File: src/alu_pkg.sv
package alu_pkg;

    // reorder-buffer index width
    localparam int ROB_IDX_W = 3;

    // major opcodes handled by the cluster
    localparam logic [6:0] OPC_OP     = 7'b0110011;  // register-register
    localparam logic [6:0] OPC_OP_IMM = 7'b0010011;  // register-immediate

    // funct3 encodings shared by OP and OP-IMM
    localparam logic [2:0] F3_ADD_SUB = 3'b000;
    localparam logic [2:0] F3_SLL     = 3'b001;
    localparam logic [2:0] F3_SLT     = 3'b010;
    localparam logic [2:0] F3_SLTU    = 3'b011;
    localparam logic [2:0] F3_XOR     = 3'b100;
    localparam logic [2:0] F3_SR      = 3'b101;  // srl / sra
    localparam logic [2:0] F3_OR      = 3'b110;
    localparam logic [2:0] F3_AND     = 3'b111;

    // funct7 values, alt selects sub and sra
    localparam logic [6:0] F7_BASE = 7'b0000000;
    localparam logic [6:0] F7_ALT  = 7'b0100000;

    typedef enum logic [3:0] {
        add    = 4'd0,
        sub    = 4'd1,
        and_op = 4'd2,
        or_op  = 4'd3,
        xor_op = 4'd4,
        slt    = 4'd5,
        sltu   = 4'd6,
        sll    = 4'd7,
        srl    = 4'd8,
        sra    = 4'd9
    } alu_func_t;

    typedef struct packed {
        logic [6:0] funct7;
        logic [4:0] rs2;
        logic [4:0] rs1;
        logic [2:0] funct3;
        logic [4:0] rd;
        logic [6:0] opcode;
    } rv_r_t;

    typedef struct packed {
        logic [11:0] imm12;
        logic [4:0]  rs1;
        logic [2:0]  funct3;
        logic [4:0]  rd;
        logic [6:0]  opcode;
    } rv_i_t;

    // one instruction word, read as R-type or as I-type
    typedef union packed {
        rv_r_t r;
        rv_i_t i;
    } rv_instr_t;

endpackage

File: src/alu_decode.sv
module alu_decode (
    input  logic                          clk_in,
    input  logic                          rst_in,
    input  logic                          instr_valid,
    input  alu_pkg::rv_instr_t            instr,
    input  logic [31:0]                   rs1_val,
    input  logic [31:0]                   rs2_val,
    input  logic [alu_pkg::ROB_IDX_W-1:0] rob_idx,
    input  logic                          q_ready,
    output logic                          instr_ready,
    output logic                          dec_valid,
    output alu_pkg::alu_func_t            dec_func,
    output logic [31:0]                   dec_op_a,
    output logic [31:0]                   dec_op_b,
    output logic [alu_pkg::ROB_IDX_W-1:0] dec_rob_idx,
    output logic                          dec_illegal
);
    import alu_pkg::*;

    alu_func_t   func_d;
    logic [31:0] op_a_d;
    logic [31:0] op_b_d;
    logic        illegal_d;
    logic        take;

    // funct3 plus the alt bit (funct7[5]) to a function
    function automatic alu_func_t base_func(input logic [2:0] f3, input logic alt);
        case (f3)
            F3_ADD_SUB: return alt ? sub : add;
            F3_SLL:     return sll;
            F3_SLT:     return slt;
            F3_SLTU:    return sltu;
            F3_XOR:     return xor_op;
            F3_SR:      return alt ? sra : srl;
            F3_OR:      return or_op;
            default:    return and_op;  // F3_AND
        endcase
    endfunction

    // register can move when empty or when the queue takes it
    assign instr_ready = !dec_valid || q_ready;
    assign take        = instr_valid && instr_ready;

    always_comb begin
        func_d    = add;
        op_b_d    = rs2_val;
        illegal_d = 1'b0;
        case (instr.r.opcode)
            OPC_OP: begin
                // only sub and sra may carry the alt funct7
                if (instr.r.funct7 == F7_BASE) begin
                    func_d = base_func(instr.r.funct3, 1'b0);
                end else if (instr.r.funct7 == F7_ALT &&
                             (instr.r.funct3 == F3_ADD_SUB || instr.r.funct3 == F3_SR)) begin
                    func_d = base_func(instr.r.funct3, 1'b1);
                end else begin
                    illegal_d = 1'b1;
                end
            end
            OPC_OP_IMM: begin
                if (instr.i.funct3 == F3_SLL || instr.i.funct3 == F3_SR) begin
                    // shift amount lives in imm12[4:0], funct7 in imm12[11:5]
                    op_b_d = {27'b0, instr.i.imm12[4:0]};
                    if (instr.i.imm12[11:5] == F7_BASE) begin
                        func_d = base_func(instr.i.funct3, 1'b0);
                    end else if (instr.i.imm12[11:5] == F7_ALT && instr.i.funct3 == F3_SR) begin
                        func_d = sra;
                    end else begin
                        illegal_d = 1'b1;
                    end
                end else begin
                    func_d = base_func(instr.i.funct3, 1'b0);  // no subi
                    op_b_d = {{20{instr.i.imm12[11]}}, instr.i.imm12};
                end
            end
            default: illegal_d = 1'b1;
        endcase

        // illegal ops become add 0 + 0
        if (illegal_d) begin
            func_d = add;
            op_b_d = '0;
        end
        op_a_d = illegal_d ? 32'b0 : rs1_val;
    end

    always_ff @(posedge clk_in) begin
        if (rst_in) begin
            dec_valid <= 1'b0;
        end else if (instr_ready) begin
            dec_valid <= instr_valid;
        end
    end

    always_ff @(posedge clk_in) begin
        if (take) begin
            dec_func    <= func_d;
            dec_op_a    <= op_a_d;
            dec_op_b    <= op_b_d;
            dec_rob_idx <= rob_idx;
            dec_illegal <= illegal_d;
        end
    end

endmodule

File: src/alu_issue_queue.sv
module alu_issue_queue #(
    parameter int QUEUE_DEPTH = 4
) (
    input  logic                          clk_in,
    input  logic                          rst_in,
    input  logic                          dec_valid,
    input  alu_pkg::alu_func_t            dec_func,
    input  logic [31:0]                   dec_op_a,
    input  logic [31:0]                   dec_op_b,
    input  logic [alu_pkg::ROB_IDX_W-1:0] dec_rob_idx,
    input  logic                          dec_illegal,
    input  logic                          alu_busy,
    output logic                          q_ready,
    output logic                          iss_valid,
    output alu_pkg::alu_func_t            iss_func,
    output logic [31:0]                   iss_op_a,
    output logic [31:0]                   iss_op_b,
    output logic [alu_pkg::ROB_IDX_W-1:0] iss_rob_idx,
    output logic                          iss_illegal
);
    import alu_pkg::*;

    localparam int PTR_W = (QUEUE_DEPTH > 1) ? $clog2(QUEUE_DEPTH) : 1;
    localparam int CNT_W = $clog2(QUEUE_DEPTH + 1);

    // entry storage
    alu_func_t            func_mem    [QUEUE_DEPTH];
    logic [31:0]          op_a_mem    [QUEUE_DEPTH];
    logic [31:0]          op_b_mem    [QUEUE_DEPTH];
    logic [ROB_IDX_W-1:0] rob_idx_mem [QUEUE_DEPTH];
    logic                 illegal_mem [QUEUE_DEPTH];

    logic [PTR_W-1:0] wr_ptr;
    logic [PTR_W-1:0] rd_ptr;
    logic [CNT_W-1:0] count;
    logic             push;
    logic             pop;

    // wrap at QUEUE_DEPTH, which need not be a power of two
    function automatic logic [PTR_W-1:0] next_ptr(input logic [PTR_W-1:0] p);
        if (p == PTR_W'(QUEUE_DEPTH - 1)) begin
            return '0;
        end
        return p + 1'b1;
    endfunction

    assign pop  = (count != '0) && !alu_busy;
    assign push = dec_valid && q_ready;

    // full queue still accepts when the head leaves this cycle
    assign q_ready = (count != CNT_W'(QUEUE_DEPTH)) || pop;

    assign iss_valid   = pop;
    assign iss_func    = func_mem[rd_ptr];
    assign iss_op_a    = op_a_mem[rd_ptr];
    assign iss_op_b    = op_b_mem[rd_ptr];
    assign iss_rob_idx = rob_idx_mem[rd_ptr];
    assign iss_illegal = illegal_mem[rd_ptr];

    always_ff @(posedge clk_in) begin
        if (rst_in) begin
            wr_ptr <= '0;
            rd_ptr <= '0;
            count  <= '0;
        end else begin
            if (push) begin
                wr_ptr <= next_ptr(wr_ptr);
            end
            if (pop) begin
                rd_ptr <= next_ptr(rd_ptr);
            end
            case ({push, pop})
                2'b10:   count <= count + 1'b1;
                2'b01:   count <= count - 1'b1;
                default: count <= count;  // both or neither
            endcase
        end
    end

    always_ff @(posedge clk_in) begin
        if (push) begin
            func_mem[wr_ptr]    <= dec_func;
            op_a_mem[wr_ptr]    <= dec_op_a;
            op_b_mem[wr_ptr]    <= dec_op_b;
            rob_idx_mem[wr_ptr] <= dec_rob_idx;
            illegal_mem[wr_ptr] <= dec_illegal;
        end
    end

endmodule

File: src/alu.sv
module alu #(
    parameter int ALU_LATENCY = 5
) (
    input  logic                          clk_in,
    input  logic                          rst_in,
    input  logic                          iss_valid,
    input  alu_pkg::alu_func_t            iss_func,
    input  logic [31:0]                   iss_op_a,
    input  logic [31:0]                   iss_op_b,
    input  logic [alu_pkg::ROB_IDX_W-1:0] iss_rob_idx,
    input  logic                          iss_illegal,
    output logic                          alu_busy,
    output logic                          result_valid,
    output logic [31:0]                   result_data,
    output logic [alu_pkg::ROB_IDX_W-1:0] result_rob_idx,
    output logic                          result_illegal
);
    import alu_pkg::*;

    logic [ALU_LATENCY-1:0] stall;       // one-hot, walks toward the msb
    logic [ALU_LATENCY-1:0] stall_next;
    logic [4:0]             shamt;
    logic [31:0]            alu_out;

    assign shamt = iss_op_b[4:0];  // rv32i shifts use 5 bits

    // busy while the token is in flight, low again in the pulse cycle
    assign alu_busy = |stall;

    always_comb begin
        alu_out = '0;
        case (iss_func)
            add:    alu_out = iss_op_a + iss_op_b;
            sub:    alu_out = iss_op_a - iss_op_b;
            and_op: alu_out = iss_op_a & iss_op_b;
            or_op:  alu_out = iss_op_a | iss_op_b;
            xor_op: alu_out = iss_op_a ^ iss_op_b;
            slt:    alu_out = {31'b0, $signed(iss_op_a) < $signed(iss_op_b)};
            sltu:   alu_out = {31'b0, iss_op_a < iss_op_b};
            sll:    alu_out = iss_op_a << shamt;
            srl:    alu_out = iss_op_a >> shamt;  // zero fill
            sra:    alu_out = $signed(iss_op_a) >>> shamt;  // sign fill
            default: alu_out = '0;
        endcase
    end

    always_comb begin
        stall_next    = stall << 1;
        stall_next[0] = iss_valid;  // new token on issue
    end

    always_ff @(posedge clk_in) begin
        if (rst_in) begin
            stall        <= '0;
            result_valid <= 1'b0;
        end else begin
            stall        <= stall_next;
            result_valid <= stall[ALU_LATENCY-1];
        end
    end

    // computed once at issue, held until the pulse
    always_ff @(posedge clk_in) begin
        if (iss_valid) begin
            result_data    <= alu_out;
            result_rob_idx <= iss_rob_idx;
            result_illegal <= iss_illegal;
        end
    end

endmodule

File: src/alu_cluster.sv
module alu_cluster #(
    parameter int QUEUE_DEPTH = 4,
    parameter int ALU_LATENCY = 5
) (
    input  logic                          clk_in,
    input  logic                          rst_in,
    input  logic                          instr_valid,
    input  alu_pkg::rv_instr_t            instr,
    input  logic [31:0]                   rs1_val,
    input  logic [31:0]                   rs2_val,
    input  logic [alu_pkg::ROB_IDX_W-1:0] rob_idx,
    output logic                          instr_ready,
    output logic                          result_valid,
    output logic [31:0]                   result_data,
    output logic [alu_pkg::ROB_IDX_W-1:0] result_rob_idx,
    output logic                          result_illegal
);
    import alu_pkg::*;

    // decoder to queue
    logic                 dec_valid;
    alu_func_t            dec_func;
    logic [31:0]          dec_op_a;
    logic [31:0]          dec_op_b;
    logic [ROB_IDX_W-1:0] dec_rob_idx;
    logic                 dec_illegal;
    logic                 q_ready;

    // queue to alu
    logic                 iss_valid;
    alu_func_t            iss_func;
    logic [31:0]          iss_op_a;
    logic [31:0]          iss_op_b;
    logic [ROB_IDX_W-1:0] iss_rob_idx;
    logic                 iss_illegal;
    logic                 alu_busy;

    alu_decode u_decode (
        .clk_in, .rst_in, .instr_valid, .instr, .rs1_val, .rs2_val, .rob_idx, .q_ready,
        .instr_ready, .dec_valid, .dec_func, .dec_op_a, .dec_op_b, .dec_rob_idx, .dec_illegal
    );

    alu_issue_queue #(.QUEUE_DEPTH(QUEUE_DEPTH)) u_queue (
        .clk_in, .rst_in, .dec_valid, .dec_func, .dec_op_a, .dec_op_b, .dec_rob_idx,
        .dec_illegal, .alu_busy, .q_ready, .iss_valid, .iss_func, .iss_op_a, .iss_op_b,
        .iss_rob_idx, .iss_illegal
    );

    alu #(.ALU_LATENCY(ALU_LATENCY)) u_alu (
        .clk_in, .rst_in, .iss_valid, .iss_func, .iss_op_a, .iss_op_b, .iss_rob_idx,
        .iss_illegal, .alu_busy, .result_valid, .result_data, .result_rob_idx, .result_illegal
    );

endmodule

File: config.mk
export PLATFORM = sky130hd
export DESIGN_NAME = alu_cluster
export DESIGN_NICKNAME = d
export VERILOG_FILES = /design/src/alu_pkg.sv /design/src/alu_decode.sv /design/src/alu_issue_queue.sv /design/src/alu.sv /design/src/alu_cluster.sv
export SDC_FILE = /design/constraint.sdc
export NUM_CORES = 1
export LEC_CHECK = 0
export BUFFER_PORTS_ARGS = -buffer_cell sky130_fd_sc_hd__buf_2
export CAP_MARGIN = 0
export CORE_MARGIN = 3
export CORE_UTILIZATION = 45
export CTS_CLUSTER_DIAMETER = 50
export CTS_CLUSTER_SIZE = 28
export DETAILED_ROUTE_END_ITERATION = 6
export HOLD_SLACK_MARGIN = 0.08
export PLACE_DENSITY = 0.6
export SYNTH_ARGS = -nofsm -noshare
export SYNTH_HDL_FRONTEND = slang
export SYNTH_SLANG_ARGS = --single-unit
File: constraint.sdc
create_clock -name clk_in -period 14.1 [get_ports clk_in]
set_input_delay 1.41 -clock clk_in [delete_from_list [all_inputs] [get_ports clk_in]]
set_output_delay 1.41 -clock clk_in [all_outputs]
set_load 0.02 [all_outputs]
==> results.cfg <==
[placement]
place_hpwl_um = 51300
gp_congestion = 0.986
io_buffers = 129

[detailed_routing]
highest_layer = met5
via_per_inst = 6.20
wl_um = 71400
met3_length_um = 4530
met1Wirelength_um = 32000
dr_wl_met2_um = 31900
antenna_left = 0
drc = 0
vias = 17500
drt_iter0_drc = 1677
drtPass1Iterations = 5
post_drt_wl_per_cell_um = 25.4

[timing]
rsz0062_at_grt = false
max_freq_mhz = 153
finalHoldViolCount = 0
max-slew-margin-rel_pct = 18.9
min_period_over_period_pct = 46.4
finalSetupViolCount = 0
clock_skew_ns = 0.0363
min_period_ns = 6.55
worst_slew_pin_slew_ns = 1.22
final_max_slew_viol_count = 0
setup-tns-final_ns = 0

[yosys]
ys_ff_latch = 412
ys.flop_type = edfxtp_1
yosysMostFrequentCell = edfxtp_1
synth_seq_area_share_pct = 52.2
synth.top_cells.by_count = edfxtp_1 (396), nor2_1 (213), a21oi_1 (185)
avgSynthCellArea_um2 = 11.4
synth_warnings = 0
synth_edf_count = 396
synthTopCellsByArea = edfxtp_1 (51%), mux4_2 (7.1%), ha_1 (5.6%), a21oi_1 (4.0%), nor2_1 (3.4%)
synth_area_leader_cell = edfxtp_1
synthArstFlopShare_pct = 0
synth_fp_nets = 2259
synth_area_um2 = 23400
synth_cells = 2050
synth_cell_types = 81
synth_top_area_share_pct = 50.8

[clock_network]
cts_hold_buf = 0
cts_setup_buffers = 0
postCtsResizedCells = 0
clk_latency_ns = 0.60
numCtsBuffers = 40
cts-root-buf = clkbuf_16
cts.path.max_buffers = 3
clk_pin_slew_ns = 0.08
clock_sinks = 412
cts_tree = yes
h-tree-depth = 2

[status]
status = complete, no violations

[worst_setup_path]
crit_type = reg2reg
critPathMaxFanout = 57
crit_path_end_kind = register
r2r_setup_slack_ns = 7.55
crit_arrival_ns = 6.86
start_kind = register
cp.required_ns = 14.41

[power_and_ir_drop]
power.leakage_nw = 9.45
powerDensity_nw_per_um2 = 224
peakVddDrop_mv = 0.154

[floorplanning]
rows = 82
core_area_um2 = 50800
initial_utilization_pct = 46.1
chipHeight_um = 234
dieArea_um2 = 54700
pin_count = 140
die_w_um = 234

[layout]
fin_util_pct = 51.1
syn2layout_area_growth_pct = 10.9
num-nets-final = 2325
diodes = 0
drive_above_1_share_pct = 16.2

[global_route]
grt_max_degree = 76
grt-ovfl-total = 0
groute.usage.overall_pct = 26.0
antenna_found_initial = 2
grt_pass1_wl_um = 106000
grt_pass1_vias = 16500

[min_path]
hold_class = reg2reg

[run]
maxCapViolCount = 0
==> routing by layer <==
layer | vias to the layer above | GRT usage, %
met5 | - | 0
met2 | 715 | 39.5
met4 | 4 | 10.7
met1 | 8666 | 37.6
li1 | 7932 | -
met3 | 150 | 3.89
==> metrics by stage <==
step	std cells	hold WS, ns	power [W]	instance area [um2]	setup slack, ns
after floorplan	2050	0.439	0.00370	23400	9.22
after global placement	2746	0.451	0.00466	24600	7.66
after detailed placement	2746	0.459	0.00467	24600	7.71
after CTS	2818	0.469	0.00579	25900	7.65
after global routing	2818	0.481	0.00614	25900	7.17
final	2818	0.470	0.00582	25900	7.55
==> critical path, cell delays in order (launching register included) <==
cell and delay (ns):
dfxtp_4 0.71, buf_4 0.63, mux2_2 0.43, o21ai_4 0.11, buf_4 0.55, ha_1 0.33
inv_1 0.12, o221ai_1 0.41, a211oi_1 0.19, o22ai_1 0.50, o211ai_1 0.42, a311oi_1 0.55
o31ai_1 0.20, a21oi_1 0.39, o21ai_0 0.13, o41ai_1 0.52
==> report_power, final <==
group | internal, W | switching [W]
sequential | 0.00149 | 0.0000708
clock | 0.000590 | 0.000508
combinational | 0.00103 | 0.00213
==> logic make-up after synthesis <==
logic type,count (synthesis),share of synthesized area (%)
AOI/OAI and AO/OA,576,15.9
DFF,412,52.2
muxes,153,11.0
buffers and inverters,237,4.20
and+or+nand+nor,560,10.7
adders and majority gates,107,5.82
xor gates and xnor gates,5,0.187
==> sequential cells by signal, indices dropped and copies added (netlist names), 5 cells and up, named ones only <==
name,cells
u_queue.op_a_mem,128
u_decode.dec_op_b,32
u_decode.dec_op_a,32
u_queue.rob_idx_mem,12
u_queue.func_mem,16
u_queue.op_b_mem,128
u_alu.result_data,32
u_alu.stall,5
==> path summary, 6_finish.rpt <==
kind / startpoint / end / cells past startpoint
hold / removal: u_alu.stall[4]$_SDFF_PP0_ / u_alu.result_valid$_SDFF_PP0_ / 1
setup reg to reg: register / u_alu.result_data[0]$_DFFE_PP_ / 15
setup / recovery: register / u_alu.result_data[0]$_DFFE_PP_ / 15
hold reg to reg: u_alu.stall[4]$_SDFF_PP0_ / u_alu.result_valid$_SDFF_PP0_ / 1
==> cell type report <==
cell class                      instances  area, um2
Tap cell                              672        841
Clock inverter                         29        368
Multi-Input combinational cell       1401      10300
Fill cell                            4537      24800
Inverter                              107        402
Timing Repair Buffer                  154        833
Sequential cell                       412      12200
Clock buffer                           43       1010
==> cell usage in the layout, fill, tap and decap left out, drive strengths merged, types with 5 or more instances in the layout <==
cell / count
o221ai: 12
a31oi: 9
buf: 154
o21ai: 121
nand2b: 15
o2111ai: 13
o41ai: 5
or2: 7
a211oi: 35
nor3: 24
a311oi: 5
a22oi: 15
o22ai: 18
clkbuf: 43
a21oi: 186
nand2: 167
o31ai: 11
mux2i: 54
o211ai: 37
nor2b: 19
a21boi: 5
inv: 117
clkinv: 14
o21bai: 11
and3: 12
nor2: 215
and2: 36
nand3: 37
edfxtp: 396
nand4: 6
o311ai: 7
a221oi: 21
a221o: 8
nor4: 5
mux2: 20
mux4: 79
or3: 10
ha: 104
a21o: 14
dfxtp: 16
Note: power is estimated with default switching activity, not from simulation.
